--- src/fxpDecimPkg.sv ---
package fxpDecimPkg;

    // Modulator bits delivered per clkDS cycle
    localparam int DecimRatio = 8;

    localparam int LookaheadTaps = 16;
    localparam int LookbackTaps = 16;
    localparam int TotalTaps = LookaheadTaps + LookbackTaps;
    localparam int WindowWords = TotalTaps / DecimRatio;

    localparam int CoeffWidth = 14;

    // Partial-sum grouping, one LUT-equivalent per group
    localparam int LutSize = 4;
    localparam int LutGroups = LookaheadTaps / LutSize;

    localparam int HalfSumWidth = 19;
    localparam int SumWidth = 20;

    localparam int OutWidth = 12;
    localparam int OutShift = 7;

    localparam int TreeLatency = 3;
    localparam int FormatLatency = 2;

    // Wishbone side
    localparam int WbAdrWidth = 6;
    localparam int WbDataWidth = 32;
    localparam int AdrCtrl = 32;
    localparam int AdrStatus = 33;

endpackage

--- src/coeffBank.sv ---
`timescale 1ns/1ps

module coeffBank (
    input  logic                                      clkDS,
    input  logic                                      rst,
    input  logic                                      wrEn,
    input  logic [4:0]                                wrAdr,
    input  logic signed [fxpDecimPkg::CoeffWidth-1:0] wrData,
    input  logic [4:0]                                rdAdr,
    output logic signed [fxpDecimPkg::CoeffWidth-1:0] rdData,
    output logic [fxpDecimPkg::LookaheadTaps*fxpDecimPkg::CoeffWidth-1:0] lookaheadCoeffs,
    output logic [fxpDecimPkg::LookbackTaps*fxpDecimPkg::CoeffWidth-1:0]  lookbackCoeffs
);

    logic signed [fxpDecimPkg::CoeffWidth-1:0] coeff [fxpDecimPkg::TotalTaps];

    always_ff @(posedge clkDS) begin
        if (rst) begin
            for (int i = 0; i < fxpDecimPkg::TotalTaps; i++) begin
                coeff[i] <= '0;
            end
        end else if (wrEn) begin
            coeff[wrAdr] <= wrData;
        end
    end

    assign rdData = coeff[rdAdr];

    // Lookahead taps sit at the low addresses, lookback right above
    always_comb begin
        for (int k = 0; k < fxpDecimPkg::LookaheadTaps; k++) begin
            lookaheadCoeffs[k*fxpDecimPkg::CoeffWidth +: fxpDecimPkg::CoeffWidth] = coeff[k];
        end
        for (int k = 0; k < fxpDecimPkg::LookbackTaps; k++) begin
            lookbackCoeffs[k*fxpDecimPkg::CoeffWidth +: fxpDecimPkg::CoeffWidth] =
                coeff[fxpDecimPkg::LookaheadTaps + k];
        end
    end

endmodule

--- src/decimControl.sv ---
`timescale 1ns/1ps

module decimControl (
    input  logic                                       clkDS,
    input  logic                                       rst,
    input  logic                                       wbCyc,
    input  logic                                       wbStb,
    input  logic                                       wbWe,
    input  logic [fxpDecimPkg::WbAdrWidth-1:0]         wbAdr,
    input  logic [fxpDecimPkg::WbDataWidth-1:0]        wbDatW,
    output logic [fxpDecimPkg::WbDataWidth-1:0]        wbDatR,
    output logic                                       wbAck,
    input  logic signed [fxpDecimPkg::CoeffWidth-1:0]  coeffRdData,
    output logic                                       coeffWrEn,
    output logic [4:0]                                 coeffWrAdr,
    output logic signed [fxpDecimPkg::CoeffWidth-1:0]  coeffWrData,
    output logic                                       shiftEn,
    output logic                                       pipeEn,
    output logic                                       outValid
);

    logic access;
    logic isCoeff;
    logic isCtrl;
    logic isStatus;
    logic enable;
    logic windowFull;
    logic [fxpDecimPkg::WbDataWidth-1:0] rdMux;
    logic [$clog2(fxpDecimPkg::WindowWords + 1)-1:0] fillCount;
    logic [fxpDecimPkg::TreeLatency + fxpDecimPkg::FormatLatency:0] validPipe;

    // New access only while ack is low, so ack lasts one cycle
    assign access = wbCyc && wbStb && !wbAck;
    assign isCoeff = !wbAdr[fxpDecimPkg::WbAdrWidth-1];
    assign isCtrl = (wbAdr == fxpDecimPkg::WbAdrWidth'(fxpDecimPkg::AdrCtrl));
    assign isStatus = (wbAdr == fxpDecimPkg::WbAdrWidth'(fxpDecimPkg::AdrStatus));

    assign coeffWrEn = access && wbWe && isCoeff;
    assign coeffWrAdr = wbAdr[4:0];
    assign coeffWrData = wbDatW[fxpDecimPkg::CoeffWidth-1:0];

    always_ff @(posedge clkDS) begin
        if (rst) begin
            wbAck <= 1'b0;
            enable <= 1'b0;
        end else begin
            wbAck <= access;
            if (access && wbWe && isCtrl) begin
                enable <= wbDatW[0];
            end
        end
    end

    always_comb begin
        rdMux = '0;
        if (isCoeff) begin
            rdMux = {{(fxpDecimPkg::WbDataWidth - fxpDecimPkg::CoeffWidth)
                      {coeffRdData[fxpDecimPkg::CoeffWidth-1]}}, coeffRdData};
        end else if (isCtrl) begin
            rdMux[0] = enable;
        end else if (isStatus) begin
            rdMux[0] = outValid;
        end
    end

    // Read data captured on the edge that raises ack
    always_ff @(posedge clkDS) begin
        if (access) begin
            wbDatR <= rdMux;
        end
    end

    assign shiftEn = enable;
    assign pipeEn = enable;

    // Window holds only fresh words once this edge brings the count to full
    assign windowFull = (fillCount >= ($bits(fillCount))'(fxpDecimPkg::WindowWords - 1));

    always_ff @(posedge clkDS) begin
        if (rst || !enable) begin
            fillCount <= '0;
            validPipe <= '0;
        end else begin
            if (fillCount != ($bits(fillCount))'(fxpDecimPkg::WindowWords)) begin
                fillCount <= fillCount + 1'b1;
            end
            validPipe <= {validPipe[$bits(validPipe)-2:0], windowFull};
        end
    end

    assign outValid = validPipe[$bits(validPipe)-1];

endmodule

--- src/fxpDecimTop.sv ---
`timescale 1ns/1ps

module fxpDecimTop (
    input  logic                                 clkDS,
    input  logic                                 rst,
    input  logic                                 wbCyc,
    input  logic                                 wbStb,
    input  logic                                 wbWe,
    input  logic [fxpDecimPkg::WbAdrWidth-1:0]   wbAdr,
    input  logic [fxpDecimPkg::WbDataWidth-1:0]  wbDatW,
    output logic [fxpDecimPkg::WbDataWidth-1:0]  wbDatR,
    output logic                                 wbAck,
    input  logic [fxpDecimPkg::DecimRatio-1:0]   sampleIn,
    output logic [fxpDecimPkg::OutWidth-1:0]     pcmOut,
    output logic                                 outValid
);

    logic signed [fxpDecimPkg::CoeffWidth-1:0] coeffRdData;
    logic signed [fxpDecimPkg::CoeffWidth-1:0] coeffWrData;
    logic coeffWrEn;
    logic [4:0] coeffWrAdr;
    logic shiftEn;
    logic pipeEn;

    logic [fxpDecimPkg::LookaheadTaps*fxpDecimPkg::CoeffWidth-1:0] lookaheadCoeffs;
    logic [fxpDecimPkg::LookbackTaps*fxpDecimPkg::CoeffWidth-1:0] lookbackCoeffs;
    logic [fxpDecimPkg::LookaheadTaps-1:0] aheadBits;
    logic [fxpDecimPkg::LookbackTaps-1:0] backBits;
    logic signed [fxpDecimPkg::HalfSumWidth-1:0] aheadSum;
    logic signed [fxpDecimPkg::HalfSumWidth-1:0] backSum;

    decimControl u_control (
        .clkDS(clkDS),
        .rst(rst),
        .wbCyc(wbCyc),
        .wbStb(wbStb),
        .wbWe(wbWe),
        .wbAdr(wbAdr),
        .wbDatW(wbDatW),
        .wbDatR(wbDatR),
        .wbAck(wbAck),
        .coeffRdData(coeffRdData),
        .coeffWrEn(coeffWrEn),
        .coeffWrAdr(coeffWrAdr),
        .coeffWrData(coeffWrData),
        .shiftEn(shiftEn),
        .pipeEn(pipeEn),
        .outValid(outValid)
    );

    // Bus reads share the low address bits with writes
    coeffBank u_coeffs (
        .clkDS(clkDS),
        .rst(rst),
        .wrEn(coeffWrEn),
        .wrAdr(coeffWrAdr),
        .wrData(coeffWrData),
        .rdAdr(wbAdr[4:0]),
        .rdData(coeffRdData),
        .lookaheadCoeffs(lookaheadCoeffs),
        .lookbackCoeffs(lookbackCoeffs)
    );

    sampleWindow u_window (
        .clkDS(clkDS),
        .rst(rst),
        .shiftEn(shiftEn),
        .sampleIn(sampleIn),
        .aheadBits(aheadBits),
        .backBits(backBits)
    );

    lutSumUnit aheadLut (
        .clkDS(clkDS),
        .rst(rst),
        .pipeEn(pipeEn),
        .bits(aheadBits),
        .coeffs(lookaheadCoeffs),
        .halfSum(aheadSum)
    );

    lutSumUnit backLut (
        .clkDS(clkDS),
        .rst(rst),
        .pipeEn(pipeEn),
        .bits(backBits),
        .coeffs(lookbackCoeffs),
        .halfSum(backSum)
    );

    outputFormatter u_format (
        .clkDS(clkDS),
        .rst(rst),
        .pipeEn(pipeEn),
        .aheadSum(aheadSum),
        .backSum(backSum),
        .pcmOut(pcmOut)
    );

endmodule

--- src/lutSumUnit.sv ---
`timescale 1ns/1ps

// Both window halves have the same tap count
module lutSumUnit (
    input  logic                                        clkDS,
    input  logic                                        rst,
    input  logic                                        pipeEn,
    input  logic [fxpDecimPkg::LookaheadTaps-1:0]       bits,
    input  logic [fxpDecimPkg::LookaheadTaps*fxpDecimPkg::CoeffWidth-1:0] coeffs,
    output logic signed [fxpDecimPkg::HalfSumWidth-1:0] halfSum
);

    logic signed [fxpDecimPkg::HalfSumWidth-1:0] groupSum [fxpDecimPkg::LutGroups];
    logic signed [fxpDecimPkg::HalfSumWidth-1:0] pairSum [fxpDecimPkg::LutGroups/2];

    // What a LUT addressed by the group bits would hold
    function automatic logic signed [fxpDecimPkg::HalfSumWidth-1:0] lutEntry(
        input logic [fxpDecimPkg::LutSize-1:0] sel,
        input logic [fxpDecimPkg::LutSize*fxpDecimPkg::CoeffWidth-1:0] taps
    );
        logic signed [fxpDecimPkg::HalfSumWidth-1:0] acc;
        logic signed [fxpDecimPkg::HalfSumWidth-1:0] tap;
        acc = '0;
        for (int j = 0; j < fxpDecimPkg::LutSize; j++) begin
            tap = fxpDecimPkg::HalfSumWidth'(
                $signed(taps[j*fxpDecimPkg::CoeffWidth +: fxpDecimPkg::CoeffWidth]));
            // Bit 1 adds, bit 0 subtracts
            if (sel[j]) begin
                acc = acc + tap;
            end else begin
                acc = acc - tap;
            end
        end
        return acc;
    endfunction

    always_ff @(posedge clkDS) begin
        if (rst) begin
            for (int g = 0; g < fxpDecimPkg::LutGroups; g++) begin
                groupSum[g] <= '0;
            end
            for (int p = 0; p < fxpDecimPkg::LutGroups/2; p++) begin
                pairSum[p] <= '0;
            end
            halfSum <= '0;
        end else if (pipeEn) begin
            for (int g = 0; g < fxpDecimPkg::LutGroups; g++) begin
                groupSum[g] <= lutEntry(
                    bits[g*fxpDecimPkg::LutSize +: fxpDecimPkg::LutSize],
                    coeffs[g*fxpDecimPkg::LutSize*fxpDecimPkg::CoeffWidth +:
                           fxpDecimPkg::LutSize*fxpDecimPkg::CoeffWidth]);
            end
            // Adder tree, one level per cycle
            for (int p = 0; p < fxpDecimPkg::LutGroups/2; p++) begin
                pairSum[p] <= groupSum[2*p] + groupSum[2*p+1];
            end
            halfSum <= pairSum[0] + pairSum[1];
        end
    end

endmodule

--- src/outputFormatter.sv ---
`timescale 1ns/1ps

module outputFormatter (
    input  logic                                        clkDS,
    input  logic                                        rst,
    input  logic                                        pipeEn,
    input  logic signed [fxpDecimPkg::HalfSumWidth-1:0] aheadSum,
    input  logic signed [fxpDecimPkg::HalfSumWidth-1:0] backSum,
    output logic [fxpDecimPkg::OutWidth-1:0]            pcmOut
);

    logic signed [fxpDecimPkg::SumWidth-1:0] sumReg;
    logic signed [fxpDecimPkg::SumWidth-1:0] shifted;
    logic [fxpDecimPkg::SumWidth-fxpDecimPkg::OutWidth:0] upperBits;
    logic signed [fxpDecimPkg::OutWidth-1:0] satVal;

    always_ff @(posedge clkDS) begin
        if (rst) begin
            sumReg <= '0;
        end else if (pipeEn) begin
            sumReg <= fxpDecimPkg::SumWidth'(aheadSum) + fxpDecimPkg::SumWidth'(backSum);
        end
    end

    assign shifted = sumReg >>> fxpDecimPkg::OutShift;
    assign upperBits = shifted[fxpDecimPkg::SumWidth-1:fxpDecimPkg::OutWidth-1];

    // Out of range when the bits above the output sign disagree
    always_comb begin
        if ((&upperBits) || !(|upperBits)) begin
            satVal = shifted[fxpDecimPkg::OutWidth-1:0];
        end else if (shifted[fxpDecimPkg::SumWidth-1]) begin
            satVal = {1'b1, {(fxpDecimPkg::OutWidth-1){1'b0}}};
        end else begin
            satVal = {1'b0, {(fxpDecimPkg::OutWidth-1){1'b1}}};
        end
    end

    // Offset binary
    always_ff @(posedge clkDS) begin
        if (rst) begin
            pcmOut <= '0;
        end else if (pipeEn) begin
            pcmOut <= {~satVal[fxpDecimPkg::OutWidth-1], satVal[fxpDecimPkg::OutWidth-2:0]};
        end
    end

endmodule

--- src/sampleWindow.sv ---
`timescale 1ns/1ps

module sampleWindow (
    input  logic                                   clkDS,
    input  logic                                   rst,
    input  logic                                   shiftEn,
    input  logic [fxpDecimPkg::DecimRatio-1:0]     sampleIn,
    output logic [fxpDecimPkg::LookaheadTaps-1:0]  aheadBits,
    output logic [fxpDecimPkg::LookbackTaps-1:0]   backBits
);

    logic [fxpDecimPkg::TotalTaps-1:0] window;

    // Newest word enters at the bottom
    always_ff @(posedge clkDS) begin
        if (rst) begin
            window <= '0;
        end else if (shiftEn) begin
            window <= {window[fxpDecimPkg::TotalTaps-fxpDecimPkg::DecimRatio-1:0], sampleIn};
        end
    end

    assign backBits = window[fxpDecimPkg::TotalTaps-1:fxpDecimPkg::LookaheadTaps];

    // Reverse the lookahead half so index 0 borders the lookback half
    always_comb begin
        for (int i = 0; i < fxpDecimPkg::LookaheadTaps; i++) begin
            aheadBits[i] = window[fxpDecimPkg::LookaheadTaps-1-i];
        end
    end

endmodule

--- config.mk ---
export PLATFORM = sky130hd
export DESIGN_NAME = fxpDecimTop
export DESIGN_NICKNAME = d
export VERILOG_FILES = /design/src/fxpDecimPkg.sv /design/src/coeffBank.sv /design/src/decimControl.sv /design/src/fxpDecimTop.sv /design/src/lutSumUnit.sv /design/src/outputFormatter.sv /design/src/sampleWindow.sv
export SDC_FILE = /design/constraint.sdc
export NUM_CORES = 2
export LEC_CHECK = 0
export BUFFER_PORTS_ARGS = -buffer_cell sky130_fd_sc_hd__buf_4
export CAP_MARGIN = 20
export CORE_ASPECT_RATIO = 1.2
export CORE_MARGIN = 3
export CORE_UTILIZATION = 55
export DETAILED_ROUTE_END_ITERATION = 10
export PLACE_DENSITY = 0.73
export REMOVE_ABC_BUFFERS = 1
export SLEW_MARGIN = 5
export SYNTH_ARGS = -nofsm -noshare
export SYNTH_HDL_FRONTEND = slang
export SYNTH_SLANG_ARGS = --single-unit
--- constraint.sdc ---
create_clock -name clkDS -period 15.8 [get_ports clkDS]
set_input_delay 0.79 -clock clkDS [delete_from_list [all_inputs] [get_ports clkDS]]
set_output_delay 0.79 -clock clkDS [all_outputs]
set_load 0.1 [all_outputs]
Word level (Yosys, flattened, before mapping)
Memories as Yosys holds them, arrays and structs flattened.
Cells that the tools add are included.
Widths: inputs -> output; s select.
{"block": "op_classes", "order_cmp": 1, "bitwise_logic": 13, "eq_ne": 3, "n_mux": 124, "add_sub_neg": 64, "n_reduce_logical": 14}
{"operator": "$mux 19", "n": 108}
{"operator": "$add 19x14->19", "n": 24}
{"operator": "$sub 19x14->19", "n": 24}
{"operator": "$sub 1x14->15 const A", "n": 8}
{"operator": "$add 19x19->19", "n": 6}
{"operator": "$mux 12", "n": 2}
{"operator": "$add 19x19->20", "n": 1}
{"operator": "$mux 14", "n": 1}
{"operator": "$reduce_or 14->1", "n": 1}
{"operator": "$eq 6x6->1 const B", "n": 2}
{"operator": "$mux 1", "n": 12}
{"operator": "$or 1x1->1", "n": 12}
{"operator": "$logic_and 1x1->1", "n": 5}
{"operator": "$mux 5", "n": 1}
{"operator": "$logic_not 1->1", "n": 4}
{"operator": "$add 3x1->3 const B", "n": 1}
{"operator": "$ge 3x2->1 const B", "n": 1}
{"operator": "$ne 3x3->1 const B", "n": 1}
{"operator": "$logic_or 1x1->1", "n": 2}
{"operator": "$reduce_and 2->1", "n": 1}
{"operator": "$reduce_or 2->1", "n": 1}
{"operator": "$not 1->1", "n": 1}
{"block": "word_totals", "output_inout_bits": 46, "regBits": 127, "input_bits": 51, "ram_bits": 676, "elab_cells": 235, "memories": 5}
{"name": "u_coeffs.coeff", "words": 32, "width": 14, "read_ports": 33, "rd_clocked_by_memory_dff": 0, "wr": 32, "line": "coeffBank.sv:15", "text": "logic signed [fxpDecimPkg::CoeffWidth-1:0] coeff [fxpDecimPkg::TotalTaps];"}
{"name": "aheadLut.groupSum", "words": 4, "width": 19, "read_ports": 4, "rd_clocked_by_memory_dff": 0, "wr": 4, "line": "lutSumUnit.sv:13", "text": "logic signed [fxpDecimPkg::HalfSumWidth-1:0] groupSum [fxpDecimPkg::LutGroups];"}
{"name": "backLut.groupSum", "words": 4, "width": 19, "read_ports": 4, "rd_clocked_by_memory_dff": 0, "wr": 4, "line": "lutSumUnit.sv:13"}
{"name": "aheadLut.pairSum", "words": 2, "width": 19, "read_ports": 2, "rd_clocked_by_memory_dff": 0, "wr": 2, "line": "lutSumUnit.sv:14", "text": "logic signed [fxpDecimPkg::HalfSumWidth-1:0] pairSum [fxpDecimPkg::LutGroups/2];"}
{"name": "backLut.pairSum", "words": 2, "width": 19, "read_ports": 2, "rd_clocked_by_memory_dff": 0, "wr": 2, "line": "lutSumUnit.sv:14"}

Longest topological paths before layout
{"block": "logic_depth", "depth_word": 17, "mapped_depth": 29, "depth_no_buf": 29}

Modules after synthesis
From an unflattened synthesis, not the netlist that was laid out.
{"block": "unflattened", "cells_unflattened": 7127, "area_unflattened_um2": 66944.2}
{"module": "coeffBank", "seq_area_each_um2": 13452.9, "cells_per_inst": 1552, "instances": 1, "area_per_inst_um2": 21091.5}
{"module": "lutSumUnit at backLut", "seq_area_each_um2": 3803.6, "cells_per_inst": 2587, "instances": 1, "area_per_inst_um2": 20982.6}
{"module": "lutSumUnit at aheadLut", "seq_area_each_um2": 3803.6, "cells_per_inst": 2550, "instances": 1, "area_per_inst_um2": 20682.3}
{"module": "outputFormatter", "seq_area_each_um2": 500.5, "cells_per_inst": 223, "instances": 1, "area_per_inst_um2": 1783.0}
{"module": "decimControl", "seq_area_each_um2": 640.6, "cells_per_inst": 112, "instances": 1, "area_per_inst_um2": 1241.2}
{"module": "sampleWindow", "seq_area_each_um2": 640.6, "cells_per_inst": 103, "instances": 1, "area_per_inst_um2": 1163.6}

Least setup slack after synthesis
No wires, ideal clock.
{"block": "synth_timing", "kind": "input -> register", "from": "input rst", "to": "memory aheadLut.groupSum[0][0] in the netlist's numbering, enable pin", "arrival_time_ns": 5.794, "cell_stages": 4, "setup_ns": 0.578, "setup_slack_ns": 9.428, "required_ns": 15.222, "n_path_buf": 2, "cell_sequence": "clkbuf_1 > nor2_1 > clkbuf_1 > inv_1"}
{"element": "start: declaration", "line": "fxpDecimTop.sv:5", "text": "input logic rst,"}
{"element": "end: declaration", "line": "lutSumUnit.sv:13"}

==> run_results.csv <==
group,metric,value,unit
yosys,synth_edf_count,690,
clock_tree,cts_tree,"built",
power_and_ir_drop,fin_total_pwr,7790,uW
clock_tree,cts_sinks,796,
power_and_ir_drop,ir_drop,0.122,mV
global_routing,grt_overflow_total,0,
drt,detail_route.wl_per_cell,21.4,microns
yosys,synth_flop_cell,"edfxtp_1",
global_routing,grt_antenna_before_repair,11,
critical_path,worstSetupStartpointType,"flip-flop",
floorplanning,design.core.area,0.118,sq mm
timing,relSlewSlack,26.0,%
global_routing,grt_pass1_wl,274,mm
yosys,async_reset_ff_share,0,%
timing,postLayoutSetupSlackWorst,8.92,ns
flow_run,cap_viol_max_count,0,
clock_tree,clk_path_buf_depth,3,
yosys,synth_cell_types,97,
place,dp_hpwl,139,mm
drt,first_pass_iters,8,
hold_path,worstHoldPathType,"in2reg",
place,gp_congestion,0.941,
place,portBuffers,78,
timing,max_freq,145,MHz
floorplanning,die_width,322,microns
cells_and_area,layout_common_cells,"nor2_1, edfxtp_1, ha_1, a21oi_1, xor2_1",
power_and_ir_drop,p_leak,0.0278,uW
critical_path,endpoint_kind,"flip-flop",
timing,min_period,6.88,ns
global_routing,first_global_vias,49150,
outcome,status,"completed",
global_routing,grt_max_degree,90,
power_and_ir_drop,power.density,110,mW/mm^2
place,pre_cts_slack,8.99,ns
cells_and_area,final_common_cell,"nor2_1",
cells_and_area,drive_above_1_share,7.06,%
critical_path,critPathKind,"reg2reg",
clock_tree,cts_resized,0,
clock_tree,postCtsSetupRepairBufs,0,
drt,drc_errors,0,
timing,setup_viol,0,
critical_path,worst-endpoint-arrival,7.30,ns
yosys,ys_warn_count,0,
clock_tree,clockRootBuffer,"clkbuf_16",
clock_tree,hold_buffers,0,
critical_path,critPathMaxFanout,5,
cells_and_area,layout.nets,7492,
yosys,syn_area_per_cell,9.58,sq um
yosys,yosysSeqAreaShare,34.7,%
timing,period_share,43.5,%
clock_tree,htreeDepth,3,
timing,fin_setup_tns,0,ns
floorplanning,fp.dieH,385,microns
clock_tree,clk_transition_reported_paths,0.06,ns
timing,slew_violations,0,
timing,holdWs,0.330,ns
timing,grt_setup_unrepaired,"false",
critical_path,cp.required,16.22,ns
yosys,synth_cells,6881,
clock_tree,clk_latency,0.71,ns
timing,finalClockSkew,0.0424,ns
floorplanning,start_util,55.6,%
cells_and_area,utilization,59.6,%
timing,final_hold_viol_count,0,
drt,drt.antenna.violating_nets,0,
floorplanning,rows,138,
floorplanning,ios,97,
yosys,yosys_register_bits,796,
timing,max_slew.worst_pin.slew,1.11,ns
drt,vias,51256,
drt,routed_wirelength,181,mm
cells_and_area,area_growth,7.06,%
clock_tree,cts_buffers,83,
drt,via_per_inst,6.08,
global_routing,grt_usage,28.7,%
floorplanning,die_area,0.124,sq mm
yosys,syn-cell-area,0.0659,sq mm
drt,drtIter0Drc,4087,
-- metal layers --
layer  track usage, %  share of wire [%]  vias to the layer above  routed length [microns]
li1                 -                  -                    24793                        -
met1             36.1                 40                    24515                    72100
met2             49.2                 48                     1613                    86700
met3             3.85                7.4                      335                    13300
met4             12.8                4.6                        0                     8380
met5                0                  0                        -                        0
-- per-stage QoR --
| stage | std cells | area, sq um |
|---|---|---|
| detailed placement | 8270 | 67700 |
| global placement | 8269 | 67600 |
| finish | 8432 | 70500 |
| floorplan | 6613 | 64800 |
| global route | 8426 | 70500 |
| CTS | 8425 | 70500 |
-- cell type report --
type / instances / area, sq um
antenna: 6 / 15.0
inverter: 274 / 1040
sequential: 796 / 22800
tap: 1540 / 1930
fill: 10081 / 47900
multi-input combinational: 5543 / 40900
clock inverter: 45 / 551
timing repair buffer: 118 / 915
clock buffer: 110 / 2310
-- cells in the mapped netlist (11+ instances only) --
cell type / count / area share [%]
xnor2_1: 335 / 4.5
o211ai_1: 27 / 0.31
o21ai_0: 142 / 1.1
a22oi_1: 46 / 0.52
a41oi_1: 21 / 0.28
o2111ai_1: 11 / 0.15
nand2b_1: 91 / 0.86
o21a_1: 69 / 0.79
o31ai_1: 24 / 0.27
buf_4: 18 / 0.21
nor4_1: 51 / 0.48
and2_1: 497 / 4.7
or2_1: 37 / 0.35
a31oi_1: 93 / 0.88
nor2_1: 806 / 4.6
nand3_1: 77 / 0.58
or3_1: 50 / 0.47
nor2b_1: 67 / 0.64
inv_1: 273 / 1.6
or2_2: 18 / 0.17
a211oi_1: 68 / 0.77
nor3b_1: 31 / 0.35
clkbuf_1: 214 / 1.2
edfxtp_1: 690 / 31
ha_1: 595 / 11
a21o_1: 169 / 1.9
or4_1: 26 / 0.30
fa_1: 30 / 0.91
mux2i_1: 67 / 1.0
dfxtp_1: 106 / 3.2
o31a_1: 11 / 0.15
nand3b_1: 15 / 0.17
o21ai_1: 86 / 0.65
and3_1: 49 / 0.47
xor2_1: 498 / 6.6
a2111oi_0: 13 / 0.17
nor3_1: 236 / 1.8
o21bai_1: 41 / 0.47
mux2_2: 64 / 1.1
nand2_1: 233 / 1.3
o41ai_1: 19 / 0.25
buf_1: 26 / 0.15
mux4_2: 111 / 3.8
a21oi_1: 543 / 4.1
-- state kept, by name, summed over array words and instances, names as in the netlist --
signal,flops
u_control.wbAck,1
u_window.window,32
backLut.halfSum,19
u_control.pipeEn,1
u_coeffs.coeff,448
u_format.sumReg,13
u_control.fillCount,3
aheadLut.halfSum,19
u_control.validPipe,6
u_control.wbDatR,14
u_format.pcmOut,12
backLut.groupSum,76
backLut.pairSum,38
aheadLut.groupSum,76
aheadLut.pairSum,38
-- cell families after synthesis --
logic type,count (synthesis),share of synthesized area (%)
AOI/OAI and AO/OA,1498,14.4
xor gates and xnor gates,844,11.4
adders and majority gates,625,12.2
buffers and inverters,542,3.24
DFF,796,34.7
muxes,243,5.95
and+or+nand+nor,2333,18.1
-- report_power, final --
part | internal [uW] | total, uW | switching (uW)
sequential | 2350 | 2430 | 82.9
combinational | 1420 | 3280 | 1870
clock | 1200 | 2080 | 874
-- worst max-delay path, stage by stage (launching register included) --
cell and delay (ns):
edfxtp_1 0.44, nor2_1 0.21, nor4b_1 0.86, nor2_1 0.12, xnor2_1 0.17, ha_1 0.32, or2_2 0.32, o311ai_1 0.13
nand2b_1 0.10, a21oi_1 0.19, xnor2_1 0.14, ha_1 0.29, a21o_1 0.23, or3_1 0.30, nor3_1 0.25, o31ai_1 0.16
o41ai_1 0.60, xnor2_1 0.13, ha_1 0.34, or3_1 0.31, o21ai_0 0.08, a31oi_1 0.09, a31oi_1 0.24, xor3_1 0.35
xnor2_1 0.16, nor2_1 0.05
-- worst paths after layout --
| kind | depth (start not counted) | slack [ns] | start | end |
|---|---|---|---|---|
| setup / recovery | 25 | 8.92 | u_coeffs.coeff[20][2] | backLut.groupSum[0][37] |
| hold / removal | 3 | 0.33 | sampleIn[6] | u_window.window[6] |
| setup reg to reg | 25 | 8.92 | u_coeffs.coeff[20][2] | backLut.groupSum[0][37] |
| hold reg to reg | 1 | 0.43 | u_control.validPipe[0] | u_control.validPipe[1] |
No activity file was read; power rests on OpenSTA's default activity.
